### src/common/axil_pkg.sv
/*
 * AXI-lite bus definitions shared by the register slave, the top level and the testbench.
 * Refer to the items by scoped name, for example axil_pkg::resp_okay.
 */
`default_nettype none

package axil_pkg;

    // Data bus width in bits
    // The slave stores one full data word per register
    localparam int axil_data_width = 32;

    // Byte address width
    localparam int axil_addr_width = 32;

    // Response codes on B and R
    // Only OKAY and SLVERR are ever issued
    localparam logic [1:0] resp_okay = 2'b00;
    localparam logic [1:0] resp_slverr = 2'b10;

endpackage

`default_nettype wire

### src/common/enable_gen_pkg.sv
/*
 * Enable generator definitions: the default counter width and the register map.
 * The byte address of a register is the base address plus four times its index.
 */
`default_nettype none

package enable_gen_pkg;

    // Default width of the period counter
    // The top level may narrow it but never widen it past the data bus
    localparam int counter_width_default = 32;

    // Size of the register block seen by the bus
    localparam int n_registers = 4;

    // Register indices inside the block

    // Bit 0 starts the counter from the bus, the other bits are not stored
    localparam int reg_enable = 0;

    // Terminal count, one counter period lasts period+1 clocks
    localparam int reg_period = 1;

    // Count at which the first enable strobe fires
    localparam int reg_threshold_1 = 2;

    // Count at which the second enable strobe fires
    localparam int reg_threshold_2 = 3;

endpackage

`default_nettype wire

### src/axil_register_cu/axil_register_cu.sv
/*
 * AXI-lite slave holding a block of 32-bit write registers and returning read-back words.
 * Writes land in registers, reads are served from the read_values vector given by the parent.
 */
`default_nettype none
`timescale 1ns/1ns

module axil_register_cu #(
    parameter int n_registers = enable_gen_pkg::n_registers,
    parameter logic [axil_pkg::axil_addr_width-1:0] base_address = '0
) (
    input  logic clock,
    input  logic rst,

    // Write address channel
    input  logic [axil_pkg::axil_addr_width-1:0] awaddr,
    input  logic awvalid,
    output logic awready,

    // Write data channel
    // Write strobes are not decoded because every write replaces the full word
    input  logic [axil_pkg::axil_data_width-1:0] wdata,
    input  logic [axil_pkg::axil_data_width/8-1:0] wstrb,
    input  logic wvalid,
    output logic wready,

    // Write response channel
    output logic [1:0] bresp,
    output logic bvalid,
    input  logic bready,

    // Read address channel
    input  logic [axil_pkg::axil_addr_width-1:0] araddr,
    input  logic arvalid,
    output logic arready,

    // Read data channel
    output logic [axil_pkg::axil_data_width-1:0] rdata,
    output logic [1:0] rresp,
    output logic rvalid,
    input  logic rready,

    // Flat register vectors, register i sits at bits [32*i +: 32]
    input  logic [n_registers*axil_pkg::axil_data_width-1:0] read_values,
    output logic [n_registers*axil_pkg::axil_data_width-1:0] registers
);

    localparam int data_width = axil_pkg::axil_data_width;
    localparam int addr_width = axil_pkg::axil_addr_width;

    // Number of address bits that select a byte inside one register
    localparam int lane_bits = $clog2(data_width / 8);

    // Register index width, kept at one bit for a single-register block
    localparam int index_width = (n_registers > 1) ? $clog2(n_registers) : 1;

    // Span of the block in bytes
    localparam logic [addr_width-1:0] block_size = addr_width'(n_registers * (data_width / 8));

    logic write_accept;
    logic read_accept;
    logic aw_in_range;
    logic ar_in_range;
    logic [index_width-1:0] aw_index;
    logic [index_width-1:0] ar_index;

    // True when the byte address falls inside the register block
    // The lower bound is checked on its own since the subtraction wraps
    function automatic logic addr_in_block(input logic [addr_width-1:0] addr);
        logic [addr_width-1:0] offset;
        offset = addr - base_address;
        return (addr >= base_address) && (offset < block_size);
    endfunction

    // Register index of a byte address, meaningful only inside the block
    // Low address bits below a word are dropped
    function automatic logic [index_width-1:0] addr_index(input logic [addr_width-1:0] addr);
        logic [addr_width-1:0] offset;
        offset = addr - base_address;
        return offset[lane_bits +: index_width];
    endfunction

    assign aw_in_range = addr_in_block(awaddr);
    assign ar_in_range = addr_in_block(araddr);
    assign aw_index = addr_index(awaddr);
    assign ar_index = addr_index(araddr);

    // A write is taken only with both address and data present and no response waiting
    // The ready pair is high for exactly the cycle that ends in the transfer
    assign write_accept = awvalid && wvalid && !bvalid;
    assign awready = write_accept;
    assign wready = write_accept;

    // A read is taken whenever the previous read data has been consumed
    assign read_accept = arvalid && !rvalid;
    assign arready = read_accept;

    // Register storage and write response handshake
    always_ff @(posedge clock) begin
        if (rst) begin
            registers <= '0;
            bvalid <= 1'b0;
        end else if (write_accept) begin
            // Writes outside the block are dropped and answered with SLVERR
            if (aw_in_range) begin
                registers[aw_index*data_width +: data_width] <= wdata;
            end
            bvalid <= 1'b1;
        end else if (bvalid && bready) begin
            bvalid <= 1'b0;
        end
    end

    // Write response code, only looked at while bvalid is high
    always_ff @(posedge clock) begin
        if (write_accept) begin
            bresp <= aw_in_range ? axil_pkg::resp_okay : axil_pkg::resp_slverr;
        end
    end

    // Read data handshake
    always_ff @(posedge clock) begin
        if (rst) begin
            rvalid <= 1'b0;
        end else if (read_accept) begin
            rvalid <= 1'b1;
        end else if (rvalid && rready) begin
            rvalid <= 1'b0;
        end
    end

    // Read payload is sampled when the address is taken and held until rready
    // Out-of-range reads return zero with SLVERR
    always_ff @(posedge clock) begin
        if (read_accept) begin
            if (ar_in_range) begin
                rdata <= read_values[ar_index*data_width +: data_width];
                rresp <= axil_pkg::resp_okay;
            end else begin
                rdata <= '0;
                rresp <= axil_pkg::resp_slverr;
            end
        end
    end

endmodule

`default_nettype wire

### src/hdl/enable_generator_counter.sv
/*
 * Wrapping period counter for the enable generator.
 * Counts 0..period while enabled and clears to zero as soon as the enable drops.
 */
`default_nettype none
`timescale 1ns/1ns

module enable_generator_counter #(
    parameter int counter_width = enable_gen_pkg::counter_width_default
) (
    input  logic clock,
    input  logic rst,
    input  logic gen_enable_in,
    input  logic [counter_width-1:0] period,
    output logic [counter_width-1:0] count,
    output logic running
);

    always_ff @(posedge clock) begin
        if (rst) begin
            count <= '0;
            running <= 1'b0;
        end else if (!gen_enable_in) begin
            // Stopped counter sits at zero so the next start is aligned
            count <= '0;
            running <= 1'b0;
        end else begin
            running <= 1'b1;
            // Wrap on the edge after the terminal value is reached
            // A period lowered below the live count lets it run on to the natural rollover
            if (count == period) begin
                count <= '0;
            end else begin
                count <= count + 1'b1;
            end
        end
    end

endmodule

`default_nettype wire

### src/hdl/enable_comparator.sv
/*
 * Threshold comparator producing a registered one-cycle enable strobe.
 * Fires on the cycle after the running count equals enable_threshold.
 */
`default_nettype none
`timescale 1ns/1ns

module enable_comparator #(
    parameter int counter_width = enable_gen_pkg::counter_width_default
) (
    input  logic clock,
    input  logic rst,
    input  logic running,
    input  logic [counter_width-1:0] count,
    input  logic [counter_width-1:0] enable_threshold,
    output logic enable_out
);

    // Registered match so the strobe is clean and aligned to the clock edge
    // A threshold above the period is never reached and the strobe stays low
    always_ff @(posedge clock) begin
        if (rst) begin
            enable_out <= 1'b0;
        end else begin
            enable_out <= running && (count == enable_threshold);
        end
    end

endmodule

`default_nettype wire

### src/hdl/enable_generator_2.sv
/*
 * Top level of the two-phase enable generator with its AXI-lite register block.
 * Set base_address and counter_width, then drive gen_enable_in or the bus enable bit.
 */
`default_nettype none
`timescale 1ns/1ns

module enable_generator_2 #(
    parameter logic [axil_pkg::axil_addr_width-1:0] base_address = '0,
    parameter int counter_width = enable_gen_pkg::counter_width_default
) (
    input  logic clock,
    input  logic rst,
    input  logic gen_enable_in,
    output logic enable_out_1,
    output logic enable_out_2,

    // AXI-lite slave port
    input  logic [axil_pkg::axil_addr_width-1:0] awaddr,
    input  logic awvalid,
    output logic awready,
    input  logic [axil_pkg::axil_data_width-1:0] wdata,
    input  logic [axil_pkg::axil_data_width/8-1:0] wstrb,
    input  logic wvalid,
    output logic wready,
    output logic [1:0] bresp,
    output logic bvalid,
    input  logic bready,
    input  logic [axil_pkg::axil_addr_width-1:0] araddr,
    input  logic arvalid,
    output logic arready,
    output logic [axil_pkg::axil_data_width-1:0] rdata,
    output logic [1:0] rresp,
    output logic rvalid,
    input  logic rready
);

    localparam int data_width = axil_pkg::axil_data_width;
    localparam int n_registers = enable_gen_pkg::n_registers;

    logic [n_registers*data_width-1:0] registers;
    logic [n_registers*data_width-1:0] read_values;

    logic bus_enable;
    logic counter_enable;
    logic [counter_width-1:0] period;
    logic [counter_width-1:0] enable_threshold_1;
    logic [counter_width-1:0] enable_threshold_2;
    logic [counter_width-1:0] count;
    logic running;

    axil_register_cu #(
        .n_registers(n_registers),
        .base_address(base_address)
    ) register_cu (
        .clock(clock),
        .rst(rst),
        .awaddr(awaddr),
        .awvalid(awvalid),
        .awready(awready),
        .wdata(wdata),
        .wstrb(wstrb),
        .wvalid(wvalid),
        .wready(wready),
        .bresp(bresp),
        .bvalid(bvalid),
        .bready(bready),
        .araddr(araddr),
        .arvalid(arvalid),
        .arready(arready),
        .rdata(rdata),
        .rresp(rresp),
        .rvalid(rvalid),
        .rready(rready),
        .read_values(read_values),
        .registers(registers)
    );

    // Only the low counter_width bits of period and thresholds reach the datapath
    assign bus_enable = registers[enable_gen_pkg::reg_enable*data_width];
    assign period = registers[enable_gen_pkg::reg_period*data_width +: counter_width];
    assign enable_threshold_1 =
        registers[enable_gen_pkg::reg_threshold_1*data_width +: counter_width];
    assign enable_threshold_2 =
        registers[enable_gen_pkg::reg_threshold_2*data_width +: counter_width];

    // Read-back shows what the hardware actually uses, upper bits read as zero
    always_comb begin
        read_values = '0;
        read_values[enable_gen_pkg::reg_enable*data_width] = bus_enable;
        read_values[enable_gen_pkg::reg_period*data_width +: counter_width] = period;
        read_values[enable_gen_pkg::reg_threshold_1*data_width +: counter_width] =
            enable_threshold_1;
        read_values[enable_gen_pkg::reg_threshold_2*data_width +: counter_width] =
            enable_threshold_2;
    end

    // Either the external level or the bus bit keeps the counter running
    assign counter_enable = gen_enable_in | bus_enable;

    enable_generator_counter #(
        .counter_width(counter_width)
    ) counter (
        .clock(clock),
        .rst(rst),
        .gen_enable_in(counter_enable),
        .period(period),
        .count(count),
        .running(running)
    );

    // Two comparators on the same count give two phase-shifted strobes per period
    enable_comparator #(
        .counter_width(counter_width)
    ) comparator_1 (
        .clock(clock),
        .rst(rst),
        .running(running),
        .count(count),
        .enable_threshold(enable_threshold_1),
        .enable_out(enable_out_1)
    );

    enable_comparator #(
        .counter_width(counter_width)
    ) comparator_2 (
        .clock(clock),
        .rst(rst),
        .running(running),
        .count(count),
        .enable_threshold(enable_threshold_2),
        .enable_out(enable_out_2)
    );

endmodule

`default_nettype wire

### config.mk
export PLATFORM = sky130hd
export DESIGN_NAME = enable_generator_2
export DESIGN_NICKNAME = d
export VERILOG_FILES = /design/src/common/axil_pkg.sv /design/src/common/enable_gen_pkg.sv /design/src/axil_register_cu/axil_register_cu.sv /design/src/hdl/enable_generator_counter.sv /design/src/hdl/enable_comparator.sv /design/src/hdl/enable_generator_2.sv
export SDC_FILE = /design/constraint.sdc
export NUM_CORES = 1
export LEC_CHECK = 0
export BUFFER_PORTS_ARGS = -buffer_cell sky130_fd_sc_hd__buf_4
export CAP_MARGIN = 5
export CORE_MARGIN = 4
export CORE_UTILIZATION = 40
export CTS_BUF_LIST = sky130_fd_sc_hd__clkbuf_4 sky130_fd_sc_hd__clkbuf_8
export DETAILED_ROUTE_END_ITERATION = 6
export PLACE_DENSITY = 0.69
export SETUP_SLACK_MARGIN = 0.4
export SYNTH_ARGS = -nofsm -noshare
export SYNTH_HDL_FRONTEND = slang
export SYNTH_HIERARCHICAL = 1
export SYNTH_SLANG_ARGS = --single-unit
export TNS_END_PERCENT = 50
### constraint.sdc
create_clock -name clock -period 2.2 [get_ports clock]
set_clock_uncertainty 0.15 [all_clocks]
set_input_delay 0.22 -clock clock [delete_from_list [all_inputs] [get_ports clock]]
set_output_delay 0.22 -clock clock [all_outputs]
set_load 0.05 [all_outputs]
==> results of run 1 <==
metrics by stage:
step,cells,setup slack (ns)
floorplan,968,0.402
global placement,1350,0.131
detailed placement,1350,0.0507
CTS,1420,0.367
global route,1420,0.264
per-layer routing:
metal  GRT usage, %
met5              0
met4           4.38
met3           3.93
met2           36.2
met1           26.6
timing repair:
action	in CTS	in global routing
hold endpoints to repair	95	0
pin swaps	6	3
gates resized for setup	12	9
setup endpoints to repair	33	42
hold buffers	38	0
==> out/results.ini, run 1 <==
[timing]
worst-ep-kind = register data pin
worst_endpoint = counter/count[19]$_SDFF_PP0_/D

[place]
placed_area_um2 = 10800
io_buffers = 140
dp_hpwl_um = 18500
place.gp.congestion = 0.929

[global_route]
grt_overflow = 0
grt_max_degree = 55
antenna_found_initial = 0
grt_pass1_vias = 7588
track_usage_pct = 20.7
grt_pass1_wl_um = 42500

[floorplanning]
num_io_pins = 151
die_w_um = 160
initial_core_util_pct = 40.9
placementRows = 55
die_y_um = 160

[status]
error = Error: register_cu/net239 7 pin not visited #guides = 97
status = did not finish
failing_step = 5_2_route

[clock_network]
cts_root_buf = clkbuf_8
cts_max_level = 4
cts_setup_buffers = 0
clockBufferDepth = 2
cts_made_buffers = 17

[synth]
syn_area_um2 = 9290
ys_warn_count = 6
postSynthCellCount = 937
syn_area_per_cell_um2 = 9.91

==> inputs of run 2 (changes only) <==
--- a/config.mk
+++ b/config.mk
@@ -8,11 +8,9 @@
 export BUFFER_PORTS_ARGS = -buffer_cell sky130_fd_sc_hd__buf_4
 export CAP_MARGIN = 5
 export CORE_MARGIN = 4
-export CORE_UTILIZATION = 40
-export CTS_BUF_LIST = sky130_fd_sc_hd__clkbuf_4 sky130_fd_sc_hd__clkbuf_8
+export CORE_UTILIZATION = 25
 export DETAILED_ROUTE_END_ITERATION = 6
-export PLACE_DENSITY = 0.69
-export SETUP_SLACK_MARGIN = 0.4
+export PLACE_DENSITY_LB_ADDON = 0.15
 export SYNTH_ARGS = -nofsm -noshare
 export SYNTH_HDL_FRONTEND = slang
 export SYNTH_HIERARCHICAL = 1
==> constraint.sdc (replaced) <==
create_clock -name clock -period 2.9 [get_ports clock]
set_clock_uncertainty 0.15 [all_clocks]
set_input_delay 0.29 -clock clock [delete_from_list [all_inputs] [get_ports clock]]
set_output_delay 0.29 -clock clock [all_outputs]
set_load 0.05 [all_outputs]
==> run 2 against run 1 <==
Against the previous run: the flow now finishes without violations; synthesized cell count is the same; global-route usage down 4.8 points; area after synthesis unchanged.
==> out/results.ini, run 2 <==
[layout]
largestRegisters = register_cu/registers (97), counter/count (32), register_cu/rdata (32)
largest_reg_flops = 97
drive_gt1_share_pct = 21.6
final_nets = 1191
syn2layout_area_growth_pct = 23.2
fin_util_pct = 31.3
final_cell_mix = buf_4, dfxtp_1, nor2b_1
nFillCells = 3857
layout_commonest_cell = buf_4
instances_no_fill = 1557
top_register = register_cu/registers
diodes = 0

[setup_path]
start_kind = input port
crit_type = input port to flip-flop
cp.arrival_ns = 2.57
path_cells = dlygate4sd3_1, buf_4, nor4_2, nand4_1, or2_1, buf_12, o31ai_1
cp-end-kind = flip-flop
cp_slowest_stage_delay_ns = 0.54
cp_max_fo = 21
critPathSlowestCell = dlygate4sd3_1
cp.required_ns = 3.09

[clock_network]
cts_max_level = 4  ; unchanged
cts_made_buffers = 17  ; unchanged
cts_tree = done
cts_root_buf = clkbuf_16
clock_sinks = 168
path_clk_slew_ns = 0.08
clockBufferDepth = 2  ; unchanged
cts_setup_buffers = 0  ; unchanged
clk_latency_ns = 0.44

[pwr]
p_int_mw = 3.89
clockPowerShare_pct = 44.1
p_sw_share_pct = 26.0
p_leak_nw = 4.67
comb_power_share_pct = 9.9
power_density_nw_per_um2 = 459
p_switching_mw = 1.37
vdd_drop_max_mv = 0.418
pwr-share-seq_pct = 46.0

[floorplanning]
placementRows = 70  ; +27%
die_y_um = 201  ; +25%
die_area_um2 = 40300
die_w_um = 201  ; +25%
core_um2 = 36600
initial_core_util_pct = 25.4  ; -16 points
num_io_pins = 151  ; unchanged

[global_route]
track_usage_pct = 15.9  ; -4.8 points
grt_overflow = 0  ; unchanged
grt_pass1_vias = 7660  ; +0.95%
grt_pass1_wl_um = 49000  ; +15%
antenna_found_initial = 1  ; +1
grt_max_degree = 97  ; +76%

[place]
dp_hpwl_um = 21800  ; +18%
place.gp.congestion = 0.807  ; -13%
placedCellCount = 1520  ; +13%
io_buffers = 140  ; unchanged

[status]
status = finished, final reports clean

[routing]
vias = 7445
drc = 0
ant_nets = 0
wire_per_inst_um = 20.9
drtIter0Drc = 451
routed_wl_um = 32500
vias_per_cell = 4.78
first_pass_iters = 5

[timing]
fmax_ghz = 0.420
setup_viol = 0
hold_ws_ns = 0.0307
relSlewSlack_pct = 31.7
rsz0062_at_grt = false
min_period_ns = 2.38
period_share_pct = 82.0
hold_viol_final = 0
tightestPinTransition_ns = 1.02
final.setup.tns_ns = 0
slew_viol_final = 0

[min_path]
hold_class = input port to flip-flop

[synth]
postSynthCellCount = 937  ; unchanged
ys_warn_count = 6  ; unchanged
syn_area_per_cell_um2 = 9.91  ; unchanged
syn_area_um2 = 9290  ; unchanged

[flow_run]
max_cap_violations = 0

## run 2: timing repair
action                                 4_1_cts  5_1_grt
endpoints found under the hold margin        4        0
gates resized for setup                      0        0
hold buffers                                 6        0
## run 2: cell type report
cell class / instances / area, µm² / share of cell area [%]
clock buffer: 18 / 429 / 3.75
clock inverter: 13 / 146 / 1.28
inverter: 5 / 18.8 / 0.164
multi-input combinational: 717 / 5240 / 45.7
sequential: 168 / 3700 / 32.4
tap: 468 / 586 / 5.12
timing repair buffer: 168 / 1330 / 11.6
## run 2: worst max-delay path, delay by kind of cell
| kind | cells | cell delay (ns) |
|---|---|---|
| AOI/OAI and AO/OA | 1 | 0.24 |
| and+or+nand+nor | 3 | 1.06 |
| buffers and inverters | 3 | 0.97 |
## run 2: worst paths after layout
| path | start | end | slack [ns] | cells after the start |
|---|---|---|---|---|
| worst max-delay path | awaddr[26] | register_cu/registers[120] | 0.52 | 7 |
| worst min-delay path | wdata[14] | register_cu/registers[78] | 0.03 | 3 |
| worst max register to register | counter/count[22] | counter/count[22] | 0.74 | 6 |
| worst min register to register | counter/count[0] | counter/count[0] | 0.44 | 1 |
## run 2: power groups by stage
stage | Sequential [mW] | Clock (mW) | Combinational, mW
after floorplan | 2.56 | 0 | 0.186
after global placement | 2.47 | 0 | 0.521
after detailed placement | 2.47 | 0 | 0.522
after CTS | 2.42 | 2.41 | 0.528
after global routing | 2.42 | 2.48 | 0.556
final | 2.42 | 2.32 | 0.521
## run 2: stage by stage
| step | area, µm² | setup slack [ns] | power, mW |
|---|---|---|---|
| 6_report | 11400 | 0.521 | 5.26 |
| 4_1_cts | 11400 | 0.526 | 5.35 |
| 5_1_grt | 11400 | 0.321 | 5.45 |
| 2_1_floorplan | 9410 | 0.513 | 2.75 |
| 3_3_place_gp | 10800 | 0.519 | 2.99 |
| 3_5_place_dp | 10800 | 0.481 | 2.99 |
## run 2: routing by layer
metal | up-vias | wire length [µm] | global-route usage [%]
met5 | - | 13 | 0
met4 | 2 | 462 | 3.91
met3 | 21 | 1430 | 2.89
met2 | 179 | 15500 | 26.3
met1 | 3622 | 15000 | 21.6
li1 | 3621 | - | -
No activity file was read; power rests on OpenSTA's default activity.
==> inputs of run 3 (changes only) <==
==> constraint.sdc (replaced) <==
create_clock -name clock -period 2.19 [get_ports clock]
set_clock_uncertainty 0.15 [all_clocks]
set_input_delay 0.219 -clock clock [delete_from_list [all_inputs] [get_ports clock]]
set_output_delay 0.219 -clock clock [all_outputs]
set_load 0.05 [all_outputs]
==> run 3 against run 2 <==
Against the previous run: combinational power increased by 44%; via count increased by 3.0%; cell count increased by 3.7%; critical endpoint is now register_cu/registers[83]; sequential power increased by 32%; total power increased by 32%; clock power increased by 30%; sequential share of layout area decreased by 1.6 points; utilization increased by 1.6 points; final area increased by 5.1%; worst hold slack got worse by 0.018 ns; global-route usage increased by 0.23 points; die area unchanged.
==> out/results.ini, run 3 (synthesis gave the netlist of run 2 again) <==
[layout]
largest_reg_flops = 97  ; unchanged
nFillCells = 3798  ; -1.5%
final_cell_mix = buf_4, dfxtp_1, nor2b_1
instances_no_fill = 1615  ; +3.7%
drive_gt1_share_pct = 23.4  ; +1.8 points
layout_commonest_cell = buf_4
largestRegisters = register_cu/registers (97), counter/count (32), register_cu/rdata (32)
final_nets = 1248  ; +4.8%
diodes = 0  ; unchanged
syn2layout_area_growth_pct = 29.5
top_register = register_cu/registers

[routing]
wire_per_inst_um = 20.4  ; -2.2%
drtIter0Drc = 438  ; -2.9%
drc = 0  ; unchanged
vias = 7666  ; +3.0%
vias_per_cell = 4.75  ; -0.73%
routed_wl_um = 32900  ; +1.4%
first_pass_iters = 5  ; unchanged
ant_nets = 0  ; unchanged

[global_route]
grt_max_degree = 56  ; -42%
grt_pass1_wl_um = 50100  ; +2.2%
grt_overflow = 0  ; unchanged
antenna_found_initial = 0  ; -1
track_usage_pct = 16.1  ; +0.23 points
grt_pass1_vias = 8012  ; +4.6%

[setup_path]
ff2ff_path_depth = 6  ; unchanged
cp.arrival_ns = 2.24  ; -0.33 ns
endpoint = register_cu/registers[83]
cp_max_fo = 17  ; -19%
rrSetupSlack_ns = 0.22  ; -0.52 ns
rr_startpoint = counter/count[24]
crit_type = input port to flip-flop
r2r-end = counter/count[26]
worstSetupStartpoint = awaddr[2]
cp-end-kind = flip-flop
start_kind = input port
cp.required_ns = 2.38  ; -0.71 ns

[place]
placedCellCount = 1553  ; +2.2%
io_buffers = 140  ; unchanged
place.gp.congestion = 0.852  ; +5.6%
dp_hpwl_um = 23100  ; +6.1%
place_ws_ns = 0.147  ; -0.334 ns

[timing]
slew_viol_final = 0  ; unchanged
fmax_ghz = 0.487
hold_viol_final = 0  ; unchanged
relSlewSlack_pct = 62.7  ; +31 points
rsz0062_at_grt = false
period_share_pct = 93.8
finalWorstSetupSlack_ns = 0.136  ; -0.385 ns
tightestPinTransition_ns = 0.554  ; -0.470 ns
final.setup.tns_ns = 0  ; unchanged
min_period_ns = 2.05
setup_viol = 0  ; unchanged

[clock_network]
clk_latency_ns = 0.44  ; about the same
cts_max_level = 4  ; unchanged
cts_made_buffers = 17  ; unchanged
cts_tree = done
cts_root_buf = clkbuf_16
clockBufferDepth = 2  ; unchanged
clock_sinks = 168  ; unchanged
path_clk_slew_ns = 0.07  ; about the same
cts_setup_buffers = 0  ; unchanged

[min_path]
hold_class = input port to flip-flop
hold_start = wdata[25]

[floorplanning]
initial_core_util_pct = 25.4  ; unchanged
num_io_pins = 151  ; unchanged
die_area_um2 = 40300  ; unchanged
die_y_um = 201  ; unchanged
die_w_um = 201  ; unchanged
core_um2 = 36600  ; unchanged
placementRows = 70  ; unchanged

[pwr]
p_leak_nw = 4.98  ; +6.6%
power_mw = 6.96  ; +32%
vdd_drop_max_mv = 0.524  ; +26%
power_density_nw_per_um2 = 579  ; +26%

[status]
status = finished, final reports clean

[flow_run]
max_cap_violations = 0  ; unchanged

## run 3: cell count changes in the layout (fill, tap and decap cells not counted), moves of 2 or more
cell           previous run  this run
buf_12                    4        11
buf_4                   158       184
dlygate4sd3_1             6        30
clkinvlp_4                3         5
## run 3: power by group
part	switching [mW]	leakage (nW)	internal, mW
Combinational	0.430	3.31	0.319
Clock	1.37	0.265	1.65
Sequential	0.0131	1.41	3.19
## run 3: layout make-up
| type | count | area, µm² | area share, % |
|---|---|---|---|
| multi-input combinational | 717 | 5250 | 43.6 |
| sequential | 168 | 3700 | 30.8 |
| timing repair buffer | 225 | 1900 | 15.8 |
| tap | 468 | 586 | 4.87 |
| clock buffer | 20 | 458 | 3.81 |
| clock inverter | 12 | 116 | 0.967 |
| inverter | 5 | 18.8 | 0.156 |
## run 3: how the worst min path moves through the flow
stage / endpoint / slack [ns] / cells past startpoint
after global placement: register_cu/rvalid / 0.26 / 2
final: register_cu/registers[89] / 0.01 / 3
after detailed placement: register_cu/rvalid / 0.26 / 2
after floorplan: register_cu/rvalid / 0.17 / 1
after CTS: register_cu/registers[89] / 0.001 / 3
after global routing: register_cu/registers[71] / 0.008 / 3
## run 3: through the flow
stage	utilization [%]	hold WS [ns]	cell area (µm²)
after CTS	32.8	0.00141	12000
after global placement	30.4	0.258	11100
after detailed placement	30.4	0.262	11100
after floorplan	-	0.168	9410
final	32.9	0.0131	12000
after global routing	32.9	0.00848	12000
## run 3: worst max-delay path, cell delays in order
cell and delay [ns]:
dlygate4sd3_1 0.53, buf_4 0.15, inv_1 0.12, ha_1 0.17, and4b_1 0.19, nand4_1 0.11
or2_1 0.25, buf_4 0.23, o31ai_1 0.26
## run 3: timing repair
action                                  4_1_cts  5_1_grt
gates resized for setup                       0        1
endpoints found under the hold margin        54        0
endpoints found under the setup margin        0        1
hold buffers                                 30        0
## run 3: layer usage
metal	up-vias	global-route usage [%]	routed length [µm]
li1	3741	-	-
met1	3728	21.3	15100
met2	182	27.6	16000
met3	15	2.88	1360
met4	0	3.91	413
met5	-	0	0
